<file path="src/verilog/dcache_pkg.sv">
package dcache_pkg;

    // 32-byte lines, 128 sets, two ways
    localparam int LINE_BITS      = 5;
    localparam int INDEX_BITS     = 7;
    localparam int TAG_BITS       = 32 - INDEX_BITS - LINE_BITS;
    localparam int WORDS_PER_LINE = 1 << (LINE_BITS - 2);
    localparam int WORD_SEL_BITS  = LINE_BITS - 2;
    localparam int NUM_SETS       = 1 << INDEX_BITS;

    typedef struct packed {
        logic        wr;
        logic [31:0] addr;
        logic [3:0]  strb;
        logic [31:0] wdata;
    } cpu_req_t;

    typedef struct packed {
        logic                valid;
        logic                dirty;
        logic [TAG_BITS-1:0] tag;
    } way_meta_t;

    // lru names the way to evict next
    typedef struct packed {
        logic                lru;
        way_meta_t [1:0]     way;
    } set_meta_t;

    typedef struct packed {
        cpu_req_t            req;
        logic                way;
        logic [TAG_BITS-1:0] victim_tag;
        logic                victim_dirty;
    } miss_req_t;

    typedef struct packed {
        logic                     way;
        logic [INDEX_BITS-1:0]    index;
        logic [WORD_SEL_BITS-1:0] word;
        logic [3:0]               strb;
        logic [31:0]              data;
    } data_wr_t;

    typedef struct packed {
        logic [INDEX_BITS-1:0] index;
        logic                  way;
        way_meta_t             meta;
        logic                  lru;
    } meta_wr_t;

    function automatic logic [TAG_BITS-1:0] addr_tag(input logic [31:0] addr);
        return addr[31 -: TAG_BITS];
    endfunction

    function automatic logic [INDEX_BITS-1:0] addr_index(input logic [31:0] addr);
        return addr[LINE_BITS +: INDEX_BITS];
    endfunction

    function automatic logic [WORD_SEL_BITS-1:0] addr_word(input logic [31:0] addr);
        return addr[2 +: WORD_SEL_BITS];
    endfunction

    // bytes set in strb come from new_data
    function automatic logic [31:0] merge_bytes(input logic [31:0] old_data,
                                                input logic [31:0] new_data,
                                                input logic [3:0]  strb);
        logic [31:0] result;
        for (int b = 0; b < 4; b++) begin
            result[8*b +: 8] = strb[b] ? new_data[8*b +: 8] : old_data[8*b +: 8];
        end
        return result;
    endfunction

endpackage

</file>
<file path="src/verilog/dcache_miss_unit.sv">
`timescale 1ns/10ps

module dcache_miss_unit (
    input  logic                                  clk,
    input  logic                                  rst,
    input  logic                                  i_miss_valid,
    input  dcache_pkg::miss_req_t                 i_miss,
    output logic                                  o_ar_valid,
    output logic [31:0]                           o_ar_addr,
    input  logic                                  i_ar_ready,
    input  logic                                  i_r_valid,
    input  logic [31:0]                           i_r_data,
    input  logic                                  i_r_last,
    output logic                                  o_r_ready,
    output logic                                  o_aw_valid,
    output logic [31:0]                           o_aw_addr,
    input  logic                                  i_aw_ready,
    output logic                                  o_w_valid,
    output logic [31:0]                           o_w_data,
    output logic                                  o_w_last,
    input  logic                                  i_w_ready,
    input  logic                                  i_b_valid,
    input  logic [1:0][31:0]                      i_line_data,
    output logic                                  o_rd_en,
    output logic [dcache_pkg::INDEX_BITS-1:0]     o_rd_index,
    output logic [dcache_pkg::WORD_SEL_BITS-1:0]  o_rd_word,
    output logic                                  o_data_wr_en,
    output dcache_pkg::data_wr_t                  o_data_wr,
    output logic                                  o_meta_wr_en,
    output dcache_pkg::meta_wr_t                  o_meta_wr,
    output logic                                  o_busy,
    output logic                                  o_done,
    output logic [31:0]                           o_rdata
);

    typedef enum logic [1:0] {
        S_IDLE,
        S_WRITE_BACK,
        S_WAIT_RESP,
        S_REFILL
    } state_t;

    state_t                                  state;
    dcache_pkg::miss_req_t                   miss_q;
    logic [dcache_pkg::WORD_SEL_BITS-1:0]    beat;
    logic [dcache_pkg::WORD_SEL_BITS-1:0]    req_word;
    logic [dcache_pkg::INDEX_BITS-1:0]       req_index;
    logic                                    r_fire;
    logic [31:0]                             fill_word;

    assign req_index = dcache_pkg::addr_index(miss_q.req.addr);
    assign req_word  = dcache_pkg::addr_word(miss_q.req.addr);
    assign r_fire    = o_r_ready && i_r_valid;

    // store miss merges into the refill word
    assign fill_word = (miss_q.req.wr && beat == req_word) ?
        dcache_pkg::merge_bytes(i_r_data, miss_q.req.wdata, miss_q.req.strb) : i_r_data;

    assign o_busy    = state != S_IDLE;
    assign o_ar_addr = {miss_q.req.addr[31:dcache_pkg::LINE_BITS], {dcache_pkg::LINE_BITS{1'b0}}};
    assign o_aw_addr = {miss_q.victim_tag, req_index, {dcache_pkg::LINE_BITS{1'b0}}};
    assign o_w_data  = i_line_data[miss_q.way];
    assign o_w_last  = o_w_valid && (&beat);

    // victim words stream out one read ahead of the w channel
    assign o_rd_en    = state == S_WRITE_BACK && (!o_w_valid || (i_w_ready && !o_w_last));
    assign o_rd_index = req_index;
    assign o_rd_word  = o_w_valid ? beat + 1'b1 : '0;

    assign o_data_wr_en = r_fire;
    assign o_meta_wr_en = r_fire && i_r_last;

    always_comb begin
        o_data_wr.way   = miss_q.way;
        o_data_wr.index = req_index;
        o_data_wr.word  = beat;
        o_data_wr.strb  = 4'hf;
        o_data_wr.data  = fill_word;

        o_meta_wr.index      = req_index;
        o_meta_wr.way        = miss_q.way;
        o_meta_wr.meta.valid = 1'b1;
        o_meta_wr.meta.dirty = miss_q.req.wr;
        o_meta_wr.meta.tag   = dcache_pkg::addr_tag(miss_q.req.addr);
        o_meta_wr.lru        = ~miss_q.way;
    end

    always_ff @(posedge clk) begin
        if (rst) begin
            state      <= S_IDLE;
            beat       <= '0;
            o_ar_valid <= 1'b0;
            o_r_ready  <= 1'b0;
            o_aw_valid <= 1'b0;
            o_w_valid  <= 1'b0;
            o_done     <= 1'b0;
        end else begin
            o_done <= 1'b0;
            if (o_aw_valid && i_aw_ready) begin
                o_aw_valid <= 1'b0;
            end
            case (state)
                S_IDLE: begin
                    if (i_miss_valid) begin
                        beat <= '0;
                        if (i_miss.victim_dirty) begin
                            state      <= S_WRITE_BACK;
                            o_aw_valid <= 1'b1;
                        end else begin
                            state      <= S_REFILL;
                            o_ar_valid <= 1'b1;
                        end
                    end
                end
                S_WRITE_BACK: begin
                    if (!o_w_valid) begin
                        // word 0 comes out of the store now
                        o_w_valid <= 1'b1;
                    end else if (i_w_ready) begin
                        if (o_w_last) begin
                            o_w_valid <= 1'b0;
                            state     <= S_WAIT_RESP;
                        end else begin
                            beat <= beat + 1'b1;
                        end
                    end
                end
                S_WAIT_RESP: begin
                    if (i_b_valid) begin
                        beat       <= '0;
                        o_ar_valid <= 1'b1;
                        state      <= S_REFILL;
                    end
                end
                S_REFILL: begin
                    if (o_ar_valid && i_ar_ready) begin
                        o_ar_valid <= 1'b0;
                        o_r_ready  <= 1'b1;
                    end
                    if (r_fire) begin
                        beat <= beat + 1'b1;
                        if (i_r_last) begin
                            o_r_ready <= 1'b0;
                            o_done    <= 1'b1;
                            state     <= S_IDLE;
                        end
                    end
                end
                default: state <= S_IDLE;
            endcase
        end
    end

    always_ff @(posedge clk) begin
        if (state == S_IDLE && i_miss_valid) begin
            miss_q <= i_miss;
        end
        if (r_fire && beat == req_word) begin
            o_rdata <= fill_word;
        end
    end

endmodule

</file>
<file path="config.mk">
export PLATFORM = sky130hd
export DESIGN_NAME = dcache_miss_unit
export DESIGN_NICKNAME = d
export VERILOG_FILES = /design/src/verilog/dcache_pkg.sv /design/src/verilog/dcache_miss_unit.sv
export SDC_FILE = /design/constraint.sdc
export NUM_CORES = 1
export LEC_CHECK = 0
export ABC_AREA = 1
export BUFFER_PORTS_ARGS = -buffer_cell sky130_fd_sc_hd__buf_2
export CORE_AREA = 2 2 166 168
export CTS_BUF_LIST = sky130_fd_sc_hd__clkbuf_4
export CTS_CLUSTER_SIZE = 30
export DETAILED_ROUTE_END_ITERATION = 10
export DIE_AREA = 0 0 168 170
export GPL_ROUTABILITY_DRIVEN = 0
export PLACE_DENSITY = 0.54
export SETUP_SLACK_MARGIN = 0.4
export SYNTH_ARGS = -nofsm -noshare
export SYNTH_HDL_FRONTEND = slang
export SYNTH_SLANG_ARGS = --single-unit
</file>
<file path="constraint.sdc">
create_clock -name clk -period 8.6 [get_ports clk]
set_input_delay 0.86 -clock clk [delete_from_list [all_inputs] [get_ports clk]]
set_output_delay 0.86 -clock clk [all_outputs]
set_load 0.03 [all_outputs]
</file>
# Word level (Yosys, flattened, before mapping)

Cells that the tools add are included.
Widths: inputs -> output; s select.

Register bits after elaboration: 132
Latch bits: 0
Bits in writable memories: 0
Bits in read-only memories: 0
Bits of input ports: 196
Output and inout bits: 226
Memories kept: 0

Add/sub/neg operators: 1
Multiply operators: 0
Divide/modulo/power cells: 0
Order comparisons: 1
Equality and inequality tests: 14
Shift operators: 0
Muxes and demuxes: 40
Bitwise operators: 3
Reduce and logical (&&, ||, !) cells: 21

Operators with widths:

| kind                | count |
|---|---|
| $mux 32             | 3 |
| $mux 8              | 4 |
| $mux 3              | 7 |
| $ne 2x2->1 const B  | 10 |
| $mux 2              | 8 |
| $mux 1              | 15 |
| $pmux 3 s4          | 1 |
| $logic_and 1x1->1   | 10 |
| $pmux 2 s4          | 1 |
| $reduce_and 7->1    | 1 |
| $reduce_and 6->1    | 1 |
| $reduce_and 5->1    | 1 |
| $eq 2x2->1 const B  | 2 |
| $add 3x1->3 const B | 1 |
| $eq 3x3->1          | 1 |
| $not 1->1           | 3 |
| $pmux 1 s3          | 1 |
| $reduce_and 3->1    | 1 |
| $reduce_bool 3->1   | 1 |
| $reduce_or 3->1     | 1 |
| $eq 2x1->1 const B  | 1 |
| $logic_not 1->1     | 2 |
| $logic_not 2->1     | 1 |
| $lt 1x2->1 const B  | 1 |
| 2 further kinds     | 2 |

# Longest topological paths before layout

Depth after elaboration: 6
Mapped depth: 9
Mapped depth without buffers: 9

# Worst setup path before layout

OpenSTA, ideal clock, no wires.

Path kind: input-to-reg
Start point: input port i_miss_valid
End point: register miss_q[22] (netlist name), enable pin
Library setup time: 0.442 ns
Data arrival time: 2.617 ns
Data required time: 8.158 ns
Slack: 5.540 ns
Stages: 2
Path buffers: 0
Cells stage by stage: nand2_1 -> inv_1

Word-level cells in the longest chain between the ends: 1

Ends and longest elaborated chain:

| item                 | RTL line                | text |
|---|---|---|
| from (decl)          | dcache_miss_unit.sv:6   | `input logic i_miss_valid,` |
| $logic_and 1x1->1    | dcache_miss_unit.sv:155 | `if (state == S_IDLE && i_miss_valid) begin` |
| to (signal assigned) | dcache_miss_unit.sv:156 | `miss_q <= i_miss;` |
| to (decl)            | dcache_miss_unit.sv:44  | `dcache_pkg::miss_req_t miss_q;` |

No other way between the ends.
A chain may end at the register's enable or synchronous reset.

==> results.tsv <==
metric	value	unit
outcome	finished, final reports clean	
vias_per_cell	4.054	
final_cells	1325	
grt_setup_unrepaired	no	
combPwrFrac	42.0	%
finalNetCount	1171	
grt_first_pass_wirelength	30.22	mm
first_global_vias	5038	
powerDensity	281.6	nW/um2
max_freq	0.2338	GHz
seq_area	3804	um2
synth.yosys.warnings	0	
worst-endpoint-arrival	3.42	ns
globalRouteTotalUtil	14.38	%
post_synth_instance_area	6603	um2
ir_worst_vdd	0.1822	mV
synth_largest_area_cell	sky130_fd_sc_hd__edfxtp_1	
dp_hpwl	16.34	mm
min_period	4.276	ns
multi_input_area	1662	um2
critical_path_peak_fanout	34	
drt-initial-drc-count	204	
design.core.area	26650	um2
finalHoldViolations	0	
synth_seq_area_share	57.61	%
die_height	170	um
hold_ws	0.4766	ns
grt_max_degree	55	
worst_setup_path_end_kind	output port	
syn-mean-instance-area	9.929	um2
place.detailed.instances	1289	
worst_slew_margin_relative_to_its_limit	23.46	%
postRouteAntennaNets	0	
cts-root-buf	sky130_fd_sc_hd__clkbuf_4	
switching_share	45.64	%
number_of_register_bits_inferred_by_synthesis	130	
die_x	168	um
power_total	2.389	mW
min-delay-path-class	reg -> reg	
std_cell_rows	60	
yosys-top-cells-area	sky130_fd_sc_hd__edfxtp_1, sky130_fd_sc_hd__buf_4, sky130_fd_sc_hd__nand2_1, sky130_fd_sc_hd__inv_1, sky130_fd_sc_hd__dfxtp_1	
netlist_instances	665	
clockPowerShare	19.8	%
cap_violations	0	
post_route_cells_drive_above_1_share	47.55	%
layout_worst_path_cycle_share	49.72	%
cellInternalPower	1.298	mW
tns	0	ns
fin_worst_skew	0.02736	ns
clock_tree.buffer_depth	2	
syn2layout_area_growth	28.46	%
crit_required	7.74	ns
setup.worst_path.class	reg -> out	
cts_inserted_buffers	17	
hp-start	o_aw_valid	
synth_top_area_share	54.58	%
p_switching	1.090	mW
cts_tree	yes	
cellLeakagePower	4.272	nW
finalMaxSlewViolations	0	
post_cts_hold_buffer_count	0	
finalSetupViolations	0	
cts.repair_timing.setup_buffer_count	0	
pin_count	422	
max_slew.worst_pin.slew	1.148	ns
cts_resized	0	
cts_num_sinks	130	
floorplan.initialDensity	24.77	%
drt-pass1-iter-count	5	
initial_antenna_violation_count	12	
rr_startpoint	beat[0]	
fillers	2851	
vias	5371	
critPathLaunch	miss_q[62]	
cts-htree-levels	4	
grt.overflow.total	0	
drc	0	
design.die.area	28560	um2
clkLatencyLatePin	0.53	ns
share_seq_of_total_power	38.2	%
route.final.wire_length	21.41	mm
numPortBuffers	404	
clkTransAtPathRegs	0.15	ns
routedWlPerCell	16.16	um
synth_cell_types	24	
setup.worst_path.start_class	flip-flop	
finish.utilization	31.83	%
critical path, cell delays in order (launching register included):
cell and delay (ns):
sky130_fd_sc_hd__edfxtp_1 0.48, sky130_fd_sc_hd__xnor2_4 0.91, sky130_fd_sc_hd__nand4_4 0.90, sky130_fd_sc_hd__nand2_2 0.21
sky130_fd_sc_hd__nand2_1 0.15, sky130_fd_sc_hd__buf_2 0.22
layer usage:
| metal | track usage, % | vias to the layer above | part of all wire, % |
|---|---|---|---|
| met2 | 25.80 | 243 | 51 |
| met5 | 0 | - | 0.29 |
| met4 | 4.650 | 10 | 1.6 |
| met1 | 15.37 | 2437 | 37 |
| li1 | - | 2652 | - |
| met3 | 5.930 | 29 | 9.6 |
kinds of logic after synthesis:
group | count (synthesis) | share of synthesized area, %
compound gates | 40 | 3.184
xor+xnor | 5 | 0.9477
fa+ha+maj | 8 | 1.516
buf+inv | 196 | 18.08
flops | 130 | 57.61
other cells | 2 | 0.1137
simple gates | 284 | 18.55
power groups by stage:
stage | logic, mW | clock network, mW | registers (mW)
final | 1.00 | 0.472 | 0.913
after detailed placement | 1.01 | 0 | 0.931
after global routing | 1.08 | 0.524 | 0.931
after global placement | 1.01 | 0 | 0.927
after CTS | 1.02 | 0.502 | 0.916
after floorplan | 0.824 | 0 | 0.922
through the flow:
stage	worst slack [ns]	area [um2]
after floorplan	5.540	6651
after global placement	4.885	8160
after detailed placement	4.882	8160
after CTS	4.217	8472
after global routing	3.974	8477
final	4.324	8482
state kept, by name, summed over array words and instances, names as in the netlist:
signal,flops
o_rdata,32
o_w_valid,1
o_ar_addr,27
state,2
o_data_wr,1
o_ar_valid,1
o_aw_addr,20
o_meta_wr,1
miss_q,39
beat,3
o_done,1
o_aw_valid,1
o_r_ready,1
worst paths after layout:
kind	to	slack (ns)	cells past startpoint
min	o_aw_valid	0.48	2
min reg2reg	o_aw_valid	0.48	2
max reg2reg	o_rdata[16]	5.63	5
max	o_data_wr[15]	4.32	5
placed cells by master, fill, tap and decap left out, drive strengths merged:
cell type / n
o211a: 2
a21oi: 3
clkinv: 5
o21ai: 35
xor2: 2
nor2: 21
ha: 8
nand3: 5
dfxtp: 10
inv: 65
diode: 4
or2: 1
buf: 407
xnor2: 3
nand4: 33
edfxtp: 120
clkbuf: 18
bufinv: 3
nand2: 224
conb: 15
layout make-up:
cell class                      instances  area share [%]
Timing Repair Buffer                  407           24.10
Sequential cell                       130           44.84
Clock inverter                         14           2.080
Multi-Input combinational cell        352           19.59
Antenna cell                            4          0.1180
Inverter                               59           2.641
Tap cell                              341           5.030
Clock buffer                           18           1.593
synthesized netlist by cell type:
cell type and count:
sky130_fd_sc_hd__edfxtp_1 120, sky130_fd_sc_hd__xor2_1 2, sky130_fd_sc_hd__nand2_2 20, sky130_fd_sc_hd__buf_6 3, sky130_fd_sc_hd__buf_2 9, sky130_fd_sc_hd__o21ai_0 35, sky130_fd_sc_hd__xnor2_4 1, sky130_fd_sc_hd__xnor2_1 2
sky130_fd_sc_hd__ha_1 8, sky130_fd_sc_hd__nor2_2 1, sky130_fd_sc_hd__nor2_1 20, sky130_fd_sc_hd__conb_1 2, sky130_fd_sc_hd__or2_2 1, sky130_fd_sc_hd__o211a_1 2, sky130_fd_sc_hd__nand4_1 32, sky130_fd_sc_hd__nand3_1 5
sky130_fd_sc_hd__clkbuf_1 12, sky130_fd_sc_hd__inv_1 58, sky130_fd_sc_hd__nand2_1 204, sky130_fd_sc_hd__dfxtp_1 10, sky130_fd_sc_hd__nand4_4 1, sky130_fd_sc_hd__buf_4 113, sky130_fd_sc_hd__inv_2 1, sky130_fd_sc_hd__a21oi_1 3
No activity file was read; power rests on OpenSTA's default activity.
