==> src/verilog/dcache_pkg.sv <==
package dcache_pkg;

    // 32-byte lines, 128 sets, two ways
    localparam int LINE_BITS      = 5;
    localparam int INDEX_BITS     = 7;
    localparam int TAG_BITS       = 32 - INDEX_BITS - LINE_BITS;
    localparam int WORDS_PER_LINE = 1 << (LINE_BITS - 2);
    localparam int WORD_SEL_BITS  = LINE_BITS - 2;
    localparam int NUM_SETS       = 1 << INDEX_BITS;

    typedef struct packed {
        logic        wr;
        logic [31:0] addr;
        logic [3:0]  strb;
        logic [31:0] wdata;
    } cpu_req_t;

    typedef struct packed {
        logic                valid;
        logic                dirty;
        logic [TAG_BITS-1:0] tag;
    } way_meta_t;

    // lru names the way to evict next
    typedef struct packed {
        logic                lru;
        way_meta_t [1:0]     way;
    } set_meta_t;

    typedef struct packed {
        cpu_req_t            req;
        logic                way;
        logic [TAG_BITS-1:0] victim_tag;
        logic                victim_dirty;
    } miss_req_t;

    typedef struct packed {
        logic                     way;
        logic [INDEX_BITS-1:0]    index;
        logic [WORD_SEL_BITS-1:0] word;
        logic [3:0]               strb;
        logic [31:0]              data;
    } data_wr_t;

    typedef struct packed {
        logic [INDEX_BITS-1:0] index;
        logic                  way;
        way_meta_t             meta;
        logic                  lru;
    } meta_wr_t;

    function automatic logic [TAG_BITS-1:0] addr_tag(input logic [31:0] addr);
        return addr[31 -: TAG_BITS];
    endfunction

    function automatic logic [INDEX_BITS-1:0] addr_index(input logic [31:0] addr);
        return addr[LINE_BITS +: INDEX_BITS];
    endfunction

    function automatic logic [WORD_SEL_BITS-1:0] addr_word(input logic [31:0] addr);
        return addr[2 +: WORD_SEL_BITS];
    endfunction

    // bytes set in strb come from new_data
    function automatic logic [31:0] merge_bytes(input logic [31:0] old_data,
                                                input logic [31:0] new_data,
                                                input logic [3:0]  strb);
        logic [31:0] result;
        for (int b = 0; b < 4; b++) begin
            result[8*b +: 8] = strb[b] ? new_data[8*b +: 8] : old_data[8*b +: 8];
        end
        return result;
    endfunction

endpackage

==> src/verilog/dcache_lookup.sv <==
`timescale 1ns/10ps

module dcache_lookup (
    input  logic                   clk,
    input  logic                   rst,
    input  logic                   i_req_valid,
    input  dcache_pkg::cpu_req_t   i_req,
    input  logic                   i_hold,
    input  dcache_pkg::set_meta_t  i_meta,
    input  logic [1:0][31:0]       i_line_data,
    output logic                   o_rd_en,
    output logic                   o_stall_hit,
    output logic [31:0]            o_rdata,
    output logic                   o_meta_wr_en,
    output dcache_pkg::meta_wr_t   o_meta_wr,
    output logic                   o_data_wr_en,
    output dcache_pkg::data_wr_t   o_data_wr,
    output logic                   o_miss_valid,
    output dcache_pkg::miss_req_t  o_miss
);

    logic                                  valid_q;
    dcache_pkg::cpu_req_t                  req_q;
    logic [dcache_pkg::TAG_BITS-1:0]       req_tag;
    logic [1:0]                            way_hit;
    logic                                  hit;
    logic                                  hit_way;
    logic                                  victim;

    assign req_tag = dcache_pkg::addr_tag(req_q.addr);

    assign way_hit[0] = i_meta.way[0].valid && i_meta.way[0].tag == req_tag;
    assign way_hit[1] = i_meta.way[1].valid && i_meta.way[1].tag == req_tag;
    assign hit        = |way_hit;
    assign hit_way    = way_hit[1];

    // an empty way is filled before anything is evicted
    assign victim = !i_meta.way[0].valid ? 1'b0 :
                    !i_meta.way[1].valid ? 1'b1 : i_meta.lru;

    assign o_stall_hit = valid_q && !hit;
    assign o_rd_en     = i_req_valid && !o_stall_hit && !i_hold;
    assign o_rdata     = i_line_data[hit_way];

    assign o_meta_wr_en = valid_q && hit;
    assign o_data_wr_en = valid_q && hit && req_q.wr;
    assign o_miss_valid = o_stall_hit;

    always_comb begin
        o_meta_wr.index      = dcache_pkg::addr_index(req_q.addr);
        o_meta_wr.way        = hit_way;
        o_meta_wr.meta.valid = 1'b1;
        o_meta_wr.meta.dirty = i_meta.way[hit_way].dirty || req_q.wr;
        o_meta_wr.meta.tag   = req_tag;
        o_meta_wr.lru        = ~hit_way;

        o_data_wr.way   = hit_way;
        o_data_wr.index = dcache_pkg::addr_index(req_q.addr);
        o_data_wr.word  = dcache_pkg::addr_word(req_q.addr);
        o_data_wr.strb  = req_q.strb;
        o_data_wr.data  = req_q.wdata;

        o_miss.req          = req_q;
        o_miss.way          = victim;
        o_miss.victim_tag   = i_meta.way[victim].tag;
        o_miss.victim_dirty = i_meta.way[victim].valid && i_meta.way[victim].dirty;
    end

    always_ff @(posedge clk) begin
        if (rst) begin
            valid_q <= 1'b0;
        end else begin
            valid_q <= o_rd_en;
        end
    end

    // stores read the set in the same edge
    always_ff @(posedge clk) begin
        if (o_rd_en) begin
            req_q <= i_req;
        end
    end

endmodule

==> config.mk <==
export PLATFORM = sky130hd
export DESIGN_NAME = dcache_lookup
export DESIGN_NICKNAME = d
export VERILOG_FILES = /design/src/verilog/dcache_pkg.sv /design/src/verilog/dcache_lookup.sv
export SDC_FILE = /design/constraint.sdc
export NUM_CORES = 1
export LEC_CHECK = 0
export ABC_AREA = 1
export BUFFER_PORTS_ARGS = -buffer_cell sky130_fd_sc_hd__buf_2
export CORE_AREA = 5 5 147 149
export CTS_BUF_LIST = sky130_fd_sc_hd__clkbuf_8
export CTS_CLUSTER_DIAMETER = 200
export DETAILED_ROUTE_END_ITERATION = 10
export DIE_AREA = 0 0 152 154
export GPL_TIMING_DRIVEN = 0
export PLACE_DENSITY = 0.52
export RECOVER_POWER = 25
export SYNTH_ARGS = -nofsm -noshare
export SYNTH_HDL_FRONTEND = slang
export SYNTH_SLANG_ARGS = --single-unit
==> constraint.sdc <==
create_clock -name clk -period 3.54 [get_ports clk]
set_input_delay 0.354 -clock clk [delete_from_list [all_inputs] [get_ports clk]]
set_output_delay 0.354 -clock clk [all_outputs]
set_load 0.02 [all_outputs]
Word level (Yosys, flattened, before mapping)

Cells that the tools add are included.

Memory bits (read-only): 0
Logic and storage cells: 31
Output and inout port bits: 206
Flip-flop bits (word level): 70
Input bits: 182
Memories: 0
Bits in latches: 0
Memory bits (writable): 0

Equal/unequal tests: 2
Reduce and logical (&&, ||, !) cells: 13
Divide/modulo/power cells: 0
Shift operators: 0
$add $sub $neg: 0
Magnitude comparators: 2
Bitwise operators: 1
Mux-type cells: 8
Multiply operators: 0

Operators by type and width:

| kind                                                        | count |
|---|---|
| 2-to-1 mux 32 bit                                           | 2 |
| 2-to-1 mux 22 bit                                           | 2 |
| 2-to-1 mux 21 bit                                           | 2 |
| == test 20 bit                                              | 2 |
| logical AND 1 bit                                           | 8 |
| less-than comparator 1 x 2 -> 1 bit (second input constant) | 2 |
| logical NOT 1 bit                                           | 3 |
| 2-to-1 mux 1 bit                                            | 2 |
| OR reduction 2 bit                                          | 1 |
| logical OR 1 bit                                            | 1 |
| inverter 1 bit                                              | 1 |

Logic depth before layout (Yosys ltp)

Gate-level depths: netlist of the first run.

Depth in word-level cells: 8
Depth in mapped cells: 11
Mapped depth without buffers: 10

Least setup slack after synthesis of the first run

Ideal clock, no wire load.

Kind: reg-to-reg
Start: reg req_q, in the netlist o_meta_wr[16]
End: reg req_q, in the netlist o_data_wr[0] (enable)
Path buffers: 1
Setup slack: 0.369 ns
Data arrival time: 2.742 ns
Clock period less this slack: 3.171 ns
Setup time: 0.429 ns
Required time: 3.111 ns
Stages on the path, launching flop included: 11
Cell sequence: edfxtp_1 inv_1 o21ai_0 nor2_1 nand2_1 nor2_1 nand3_2 buf_6 nand3_2 nand2_1 inv_1

Longest elaborated chain between the ends: 8
Elaborated cells between the ends (all ways): 10
Those cells by class: eq/ne (2); reduce/logical (8)

Ends and longest elaborated chain:

| element                                     | line                                     | text |
|---|---|---|
| from (decl)                                 | dcache_lookup.sv:23                      | `dcache_pkg::cpu_req_t req_q;` |
| from (signal assigned)                      | dcache_lookup.sv:80                      | `req_q <= i_req;` |
| == test 20 bit, on equally long branches    | dcache_lookup.sv:32, dcache_lookup.sv:33 |  |
| logical AND 1 bit, on equally long branches | dcache_lookup.sv:32, dcache_lookup.sv:33 |  |
| OR reduction 2 bit (*)                      | dcache_lookup.sv:34                      | `assign hit = \|way_hit;` |
| logical NOT 1 bit (*)                       | dcache_lookup.sv:41                      | `assign o_stall_hit = valid_q && !hit;` |
| logical AND 1 bit (*)                       | dcache_lookup.sv:41                      |  |
| logical NOT 1 bit (*)                       | dcache_lookup.sv:42                      | `assign o_rd_en = i_req_valid && !o_stall_hit && !i_hold;` |
| logical AND 1 bit (*) (2 in series)         | dcache_lookup.sv:42                      |  |
| named net o_rd_en                           | dcache_lookup.sv:11                      | `output logic o_rd_en,` |

Mark *: on every way through the listed nets, which the timed path passes. The rest lies on a longest branch.
A chain may end at the register's enable or synchronous reset.

Worst setup path in the final report of the first run

Start: reg req_q, in the netlist o_meta_wr[19]
End: out o_rd_en

Longest elaborated chain between the ends: 8
Elaborated cells between the ends (all ways): 10
Those cells by class: eq/ne (2); reduce/logical (8)

Ends and longest elaborated chain:

| element                                     | line |
|---|---|
| == test 20 bit, on equally long branches    | dcache_lookup.sv:32, dcache_lookup.sv:33 |
| logical AND 1 bit, on equally long branches | dcache_lookup.sv:32, dcache_lookup.sv:33 |
| OR reduction 2 bit (*)                      | dcache_lookup.sv:34 |
| logical NOT 1 bit (*)                       | dcache_lookup.sv:41 |
| logical AND 1 bit (*)                       | dcache_lookup.sv:41 |
| logical NOT 1 bit (*)                       | dcache_lookup.sv:42 |
| logical AND 1 bit (*) (2 in series)         | dcache_lookup.sv:42 |
| to (decl)                                   | dcache_lookup.sv:11 |

Mark *: on every way between the ends. The rest lies on a longest branch, timed or not.

==> reports/qor.txt, run 1 <==
CP endpoint kind = output port
post-CTS resize count = 0
RSZ-0062 raised after global routing = false
Yosys top cell by area = edfxtp_1
top cell type's share of synthesized area = 0.4995
dpl hpwl = 16670 um
status = completed
TNS Setup = 0 ns
DRC = 0
sequential element share of the synthesized area = 0.5044
Peak Freq = 313.7 MHz
leakage = 3.661 nW
synth unique cells = 19
Fill cells = 2197
DRT Pass-1 Iters = 4
initial antenna violation count = 6
WP data arrival = 2.83 ns
largest net degree at the start of global routing = 55
max cap viols = 0
Skew-Pair Late Insertion Delay = 0.36 ns
fin util = 0.3295
FF-to-FF path depth = 9
CTS sink count = 70
final worst-path cycle share = 0.9004
CTS H-tree depth = 3
Die W = 152 um
Die Span Y = 154 um
Initial Utilization = 0.2070
Slew HR = 0.5399
Longest Clk Path Bufs = 2
Initial DRC Count = 189
worst min path class = in2reg
total CTS buffers = 9
I/O pins = 388
setup bufs post-CTS = 0
worst-margin pin slew = 0.6902 ns
most frequent cells in the layout = 370 x buf_2, 218 x nand2_1, 81 x buf_4, 69 x edfxtp_1, 53 x inv_1
first-pass GRT wire length = 28240 um
vias in the first global route = 4530
layout cells sized above 1 = 0.5275
Via-to-Cell Ratio = 3.895
WL per Instance = 16.50 um
row cnt = 52
CP startpoint = o_meta_wr[19]$_DFFE_PP_
Synth Net Count = 687
Final Critical Period = 3.187 ns
clock slew at reported path FFs = 0.09 ns
Critical Path RT = 3.19 ns
Final Skew = 0.01673 ns
PD cells = 325.8 mW/mm^2
worst-path fanout max = 54
synth warn = 0
maximum vdd drop = 0.1436 mV
top cells by area, synth = edfxtp_1 50%, nand2_1 20%, buf_4 15%
total number of vias = 4596
final setup vio count = 0
WS Path Type = reg2out
Hold-fix buffers, CTS = 0
CTS tree = built
area grow syn2layout = 59.19%
GPL Wtd Cong = 0.8818
reg2reg start = o_meta_wr[19]$_DFFE_PP_
Overall Global Routing Usage = 0.1592
die area = 0.02341 sq mm
syn_area_per_cell = 8.213 sq um
Core Box Area = 0.02004 sq mm
final hold vios = 0
FF-to-FF setup slack = 0.97 ns
Root Buffer = clkbuf_8
Worst Hold Launch = rst
kind of start point of the critical path = register
Slew Viols, Final = 0
Antenna Nets Post-Route = 0
Worst Hold Path Cells = 2
commonest non-fill, non-tap cell in the layout = buf_2
net count reported at finish = 1085
gr ovfl total = 0
Synth Register Bits = 70
Synth Instances = 505
# port buffers = 386
final wirelength = 19470 um
mapped cell area = 0.004148 sq mm
## path summary, 6_finish.rpt
path | end
setup / recovery | o_rd_en
hold / removal | valid_q$_SDFF_PP0_
setup reg to reg | o_miss[58]$_DFFE_PP_
hold reg to reg | valid_q$_SDFF_PP0_
## final cells by class
cell class	count	area, sq um	area share
buffer	89	670.6	0.1016
clock buffer	9	123.9	0.01876
sequential	70	2092	0.3168
antenna	2	5.005	0.0007580
clock inverter	7	48.80	0.007391
multi-input combinational	288	1167	0.1768
timing repair buffer	387	1937	0.2933
inverter	58	220.2	0.03335
tap	270	337.8	0.05117
## registers in the layout (all words and copies together) (netlist names)
name and cells:
o_miss 3, o_data_wr 46, valid_q 1, o_meta_wr 20
## worst max-delay path, cell delays in order, from the launching register on
cell,delay [ns]
edfxtp_1,0.50
xnor2_1,0.40
nand3_1,0.14
nor2_1,0.14
nand3_2,0.11
buf_6,0.17
nand3_2,0.08
nand2_1,0.10
inv_4,0.25
buf_16,0.28
buf_2,0.23
## stage by stage
stage | power, mW | setup WS (ns) | instance area (sq um) | std cells | hold WS (ns)
floorplan | 1.287 | 0.3694 | 4148 | 505 | 0.4264
global placement | 1.555 | -1.110 | 6417 | 1161 | 0.5151
detailed placement | 1.561 | 0.6191 | 6447 | 1162 | 0.5210
CTS | 2.206 | 0.1916 | 6620 | 1178 | 0.1140
global route | 2.282 | 0.05515 | 6600 | 1179 | 0.1218
finish | 2.151 | 0.3526 | 6603 | 1180 | 0.1489
## power breakdown
part | switching [mW] | internal [mW] | leakage (nW) | total (mW)
registers | 0.0294 | 0.953 | 0.653 | 0.983
logic | 0.327 | 0.222 | 2.93 | 0.548
clock network | 0.364 | 0.256 | 0.0835 | 0.619
total | 0.720 | 1.43 | 3.66 | 2.15
## cell usage after synthesis
master / count
a21oi_1: 1
buf_2: 2
buf_4: 81
buf_6: 4
clkbuf_1: 2
conb_1: 1
dfxtp_1: 1
edfxtp_1: 69
inv_1: 53
inv_2: 5
nand2_1: 218
nand3_1: 4
nand3_2: 2
nor2_1: 27
o211ai_1: 3
o21ai_0: 25
o21ai_1: 2
or2_0: 1
xnor2_1: 4
## per-layer routing
metal | global-route usage | routed length, um | up-vias
li1 | - | - | 2284
met2 | 0.2957 | 10130 | 263
met3 | 0.06408 | 1919 | 20
met5 | 0 | 27 | -
met4 | 0.03724 | 238 | 4
met1 | 0.1687 | 7158 | 2025
## cells by family (layout without fill, tap and decap cells)
family,after synthesis,count (layout),share of synthesized area
other,1,3,0.0009041
buffers and inverters,147,550,0.2142
XOR/XNOR,4,4,0.008446
AND/OR/NAND/NOR,252,252,0.2329
AO/OA/AOI/OAI,31,31,0.03921
flip-flops,70,70,0.5044
Note: power is estimated with default switching activity, not from simulation.
==> run 2: changes to the inputs <==
Settings changed: PLACE_DENSITY 0.52 to not set, PLACE_DENSITY_LB_ADDON set to 0.1.
==> run 2 against run 1 <==
- combinational power down 1%
- utilization up 0.24 points
- largest cell class unchanged
- total power up 7.0%
- via count down 3.0%
- cell area up 0.74%
==> reports/qor.txt, run 2 (synthesis results as in run 1) <==
Tot Pwr = 2.302 mW (was 2.151 mW)
clock slew at reported path FFs = 0.07 ns (was 0.09 ns)
net count reported at finish = 1085 (unchanged)
PD cells = 346.1 mW/mm^2 (was 325.8 mW/mm^2)
DRT Pass-1 Iters = 5 (was 4)
Via-to-Cell Ratio = 3.787 (was 3.895)
WP data arrival = 2.71 ns (was 2.83 ns)
max cap viols = 0 (unchanged)
Slew Viols, Final = 0 (unchanged)
vias in the first global route = 4548 (was 4530)
Antenna Nets Post-Route = 0 (unchanged)
worst-margin pin slew = 0.5314 ns (was 0.6902 ns)
Final Skew = 0.01940 ns (was 0.01673 ns)
WS Path Type = reg2out (unchanged)
final setup vio count = 0 (unchanged)
ant diodes = 0 (was 2)
Root Buffer = clkbuf_8 (unchanged)
Finished Layout Cells = 1177 (was 1180)
initial antenna violation count = 4 (was 6)
Critical Path RT = 3.19 ns (about the same)
gr ovfl total = 0 (unchanged)
first-pass GRT wire length = 26780 um (was 28240 um)
status = completed (unchanged)
layout cells sized above 1 = 0.5259 (was 0.5275)
Final Critical Period = 3.059 ns (was 3.187 ns)
maximum vdd drop = 0.1387 mV (was 0.1436 mV)
worst-path fanout max = 59 (was 54)
area grow syn2layout = 60.36% (was 59.19%)
Peak Freq = 326.9 MHz (was 313.7 MHz)
RSZ-0062 raised after global routing = false (unchanged)
Hold-fix buffers, CTS = 0 (unchanged)
GPL Wtd Cong = 0.8536 (was 0.8818)
most frequent cells in the layout = 370 x buf_2, 218 x nand2_1, 81 x buf_4, 69 x edfxtp_1, 53 x inv_1 (unchanged)
CP endpoint kind = output port (unchanged)
Cell Count Post-Placement = 1162 (unchanged)
Core Box Area = 0.02004 sq mm (unchanged)
Die W = 152 um (unchanged)
setup bufs post-CTS = 0 (unchanged)
final wirelength = 18470 um (was 19470 um)
Initial DRC Count = 172 (was 189)
die area = 0.02341 sq mm (unchanged)
dpl hpwl = 15780 um (was 16670 um)
leakage = 3.696 nW (was 3.661 nW)
Die Span Y = 154 um (unchanged)
Longest Clk Path Bufs = 2 (unchanged)
kind of start point of the critical path = register (unchanged)
FF-to-FF setup slack = 1.08 ns (was 0.97 ns)
Initial Utilization = 0.2070 (unchanged)
final worst-path cycle share = 0.8642 (was 0.9004)
# port buffers = 386 (unchanged)
I/O pins = 388 (unchanged)
total number of vias = 4457 (was 4596)
WL per Instance = 15.69 um (was 16.50 um)
Skew-Pair Late Insertion Delay = 0.36 ns (about the same)
post-CTS resize count = 0 (unchanged)
total CTS buffers = 9 (unchanged)
DRC = 0 (unchanged)
CTS tree = built (unchanged)
CTS H-tree depth = 3 (unchanged)
worst min path class = in2reg (unchanged)
row cnt = 52 (unchanged)
Slew HR = 0.6457 (was 0.5399)
largest net degree at the start of global routing = 60 (was 55)
final hold vios = 0 (unchanged)
Fill cells = 2214 (was 2197)
CTS sink count = 70 (unchanged)
commonest non-fill, non-tap cell in the layout = buf_2 (unchanged)
Overall Global Routing Usage = 0.1505 (was 0.1592)
max FFs per register = 46 (unchanged)
run 2: changes by cell type in the layout (fill, tap and decap cells not counted), sizes merged:
cell,previous run,this run
clkinv,1,2
diode,2,0
inv,61,59
bufinv,0,3
clkinvlp,3,0
run 2: critical path, stage by stage (launching register included):
cell      delay [ns]
edfxtp_1        0.51
inv_1           0.13
nand2_1         0.08
o21ai_0         0.07
nor2_1          0.13
nand2_1         0.06
nor2_1          0.10
nand3_2         0.12
buf_6           0.17
nand3_2         0.07
nand2_1         0.10
inv_4           0.21
buf_16          0.30
buf_2           0.23
run 2: report_power, final:
part / leakage [nW] / total, mW / switching, mW / internal (mW)
Sequential: 0.653 / 0.982 / 0.0286 / 0.954
Combinational: 2.93 / 0.542 / 0.321 / 0.221
Clock: 0.118 / 0.777 / 0.319 / 0.459
run 2: area by class of cell:
cell class	count	area, sq um	area share
inverters	58	220.2	0.03311
clock buffers	9	123.9	0.01862
clock inverters	6	102.6	0.01543
multi-input cells	288	1167	0.1755
plain buffers	89	670.6	0.1008
repair buffers	387	1937	0.2912
well taps	270	337.8	0.05079
flip-flops and latches	70	2092	0.3145
run 2: per-stage QoR:
stage,hold WS (ns),util,setup WS [ns],setup TNS [ns],area (sq um)
after global placement,0.5152,0.3202,-1.132,-53.18,6417
after floorplan,0.4264,-,0.3694,0,4148
after detailed placement,0.5169,0.3217,0.7235,0,6447
after CTS,0.1247,0.3330,0.3147,0,6674
final,0.1572,0.3319,0.4809,0,6651
after global routing,0.1257,0.3319,0.1475,0,6651
run 2: final timing paths:
check / cells after the start / start / to
worst max register to register: 12 / o_meta_wr[20]$_DFFE_PP_ / o_meta_wr[17]$_DFFE_PP_
worst min register to register: 3 / valid_q$_SDFF_PP0_ / valid_q$_SDFF_PP0_
worst max-delay path: 13 / o_meta_wr[20]$_DFFE_PP_ / o_rd_en
worst min-delay path: 2 / rst / valid_q$_SDFF_PP0_
run 2: routing by layer:
layer | global-route usage | share of wire
met5 | 0 | 0.0030
met4 | 0.04880 | 0.020
met3 | 0.06380 | 0.096
met2 | 0.2754 | 0.51
met1 | 0.1555 | 0.37
==> run 3: changes to the inputs <==
Settings changed: MAX_ROUTING_LAYER set to met4.
==> run 3 against run 2 <==
- combinational power about the same
- register-to-register slack about the same
- clock skew about the same
- flip-flop and latch count unchanged
- worst hold slack better by 0.00097 ns
- die area unchanged
- utilization up 0.050 points
- critical path type unchanged
- largest power group unchanged
==> reports/qor.txt, run 3 (synthesis results as in run 1) <==
Critical Path RT = 3.19 ns (about the same)
dpl hpwl = 15780 um (unchanged)
switching share of power = 0.2895 (was 0.2901)
worst-path fanout max = 59 (unchanged)
worst min path class = in2reg (unchanged)
Slew Viols, Final = 0 (unchanged)
final setup vio count = 0 (unchanged)
Via-to-Cell Ratio = 3.781 (was 3.787)
GPL Wtd Cong = 0.8672 (was 0.8536)
Die W = 152 um (unchanged)
Overall Global Routing Usage = 0.1549 (was 0.1505)
WP data arrival = 2.71 ns (about the same)
Skew-Pair Late Insertion Delay = 0.36 ns (about the same)
area grow syn2layout = 60.60% (was 60.36%)
CTS sink count = 70 (unchanged)
Hold-fix buffers, CTS = 0 (unchanged)
Initial Utilization = 0.2070 (unchanged)
leakage = 3.696 nW (about the same)
Slew HR = 0.6449 (was 0.6457)
commonest non-fill, non-tap cell in the layout = buf_2 (unchanged)
WS Path Type = reg2out (unchanged)
maximum vdd drop = 0.1373 mV (was 0.1387 mV)
final wirelength = 18470 um (about the same)
sequential share of power = 0.427 (about the same)
most frequent cells in the layout = 370 x buf_2, 218 x nand2_1, 81 x buf_4, 69 x edfxtp_1, 53 x inv_1 (unchanged)
vias in the first global route = 4564 (was 4548)
largest net degree at the start of global routing = 60 (unchanged)
initial antenna violation count = 4 (unchanged)
RSZ-0062 raised after global routing = false (unchanged)
max FFs per register = 46 (unchanged)
total number of vias = 4465 (was 4457)
Final Critical Period = 3.062 ns (was 3.059 ns)
Core Box Area = 0.02004 sq mm (unchanged)
Setup WS pre-CTS = 0.7235 ns (unchanged)
logic gate share of total power = 0.236 (about the same)
PD cells = 345.3 mW/mm^2 (was 346.1 mW/mm^2)
Tot Pwr = 2.300 mW (was 2.302 mW)
total CTS buffers = 9 (unchanged)
die area = 0.02341 sq mm (unchanged)
DRC = 0 (unchanged)
max cap viols = 0 (unchanged)
status = completed (unchanged)
clock slew at reported path FFs = 0.07 ns (about the same)
Longest Clk Path Bufs = 2 (unchanged)
post-CTS resize count = 0 (unchanged)
Peak Freq = 326.5 MHz (was 326.9 MHz)
net count reported at finish = 1085 (unchanged)
final hold vios = 0 (unchanged)
Final Skew = 0.01923 ns (was 0.01940 ns)
worst-margin pin slew = 0.5326 ns (was 0.5314 ns)
WL per Instance = 15.64 um (was 15.69 um)
row cnt = 52 (unchanged)
DRT Pass-1 Iters = 4 (was 5)
Net Switching = 0.6658 mW (was 0.6678 mW)
CP endpoint kind = output port (unchanged)
final setup margin = 0.4776 ns (was 0.4809 ns)
Internal = 1.634 mW (about the same)
Placed Area = 0.006447 sq mm (unchanged)
final std cell area, no fill = 0.006661 sq mm (was 0.006651 sq mm)
kind of start point of the critical path = register (unchanged)
Initial DRC Count = 200 (was 172)
Die Span Y = 154 um (unchanged)
Root Buffer = clkbuf_8 (unchanged)
CTS H-tree depth = 3 (unchanged)
first-pass GRT wire length = 26730 um (was 26780 um)
CTS tree = built (unchanged)
# port buffers = 386 (unchanged)
Hold WS = 0.1582 ns (was 0.1572 ns)
I/O pins = 388 (unchanged)
layout cells sized above 1 = 0.5259 (unchanged)
Antenna Nets Post-Route = 0 (unchanged)
setup bufs post-CTS = 0 (unchanged)
gr ovfl total = 0 (unchanged)
Clk pwr share = 0.337 (was 0.338)
final worst-path cycle share = 0.8651 (was 0.8642)
==> run 3: changes by cell type in the layout (fill, tap and decap cells not counted), sizes merged <==
cell   delta
diode     +4
==> run 3: final cells by class <==
class / instances / area, sq um
fillers: 2210 / 13380
plain buffers: 89 / 670.6
clock buffers: 9 / 123.9
well taps: 270 / 337.8
multi-input cells: 288 / 1167
clock inverters: 6 / 102.6
repair buffers: 387 / 1937
diodes: 4 / 10.01
inverters: 58 / 220.2
flip-flops and latches: 70 / 2092
==> run 3: layer usage <==
layer  up-vias  track usage  share of wire
met2       259       0.2754           0.51
met5         -            -              0
met4         0      0.04880          0.020
met1      1905       0.1581           0.38
met3        17      0.05958          0.095
li1       2284            -              -
==> run 3: power by group through the flow <==
stage	Sequential (mW)	Combinational, mW	Clock [mW]
after detailed placement	1.00	0.554	0
after CTS	0.984	0.554	0.815
after global routing	0.988	0.589	0.850
after global placement	1.01	0.547	0
after floorplan	1.04	0.250	0
final	0.982	0.542	0.776
==> run 3: through the flow <==
| stage | instances | utilization | TNS [ns] |
|---|---|---|---|
| 6_report | 1181 | 0.3324 | 0 |
| 5_1_grt | 1181 | 0.3324 | 0 |
| 4_1_cts | 1177 | 0.3330 | 0 |
| 3_5_place_dp | 1162 | 0.3217 | 0 |
| 3_3_place_gp | 1161 | 0.3202 | -53.18 |
| 2_1_floorplan | 505 | - | 0 |
==> run 3: worst paths after layout <==
path                                 from                       to  slack (ns)  cells past startpoint
setup reg to reg  o_meta_wr[20]$_DFFE_PP_  o_meta_wr[17]$_DFFE_PP_        1.08                     12
hold / removal                        rst       valid_q$_SDFF_PP0_        0.16                      2
setup / recovery  o_meta_wr[20]$_DFFE_PP_                  o_rd_en        0.48                     13
hold reg to reg        valid_q$_SDFF_PP0_       valid_q$_SDFF_PP0_        0.62                      3
==> run 3: critical path, stage by stage (launching register included) <==
cell and delay, ns:
edfxtp_1 0.51, inv_1 0.13, nand2_1 0.08, o21ai_0 0.07
nor2_1 0.13, nand2_1 0.06, nor2_1 0.10, nand3_2 0.12
buf_6 0.17, nand3_2 0.07, nand2_1 0.10, inv_4 0.21
buf_16 0.29, buf_2 0.24
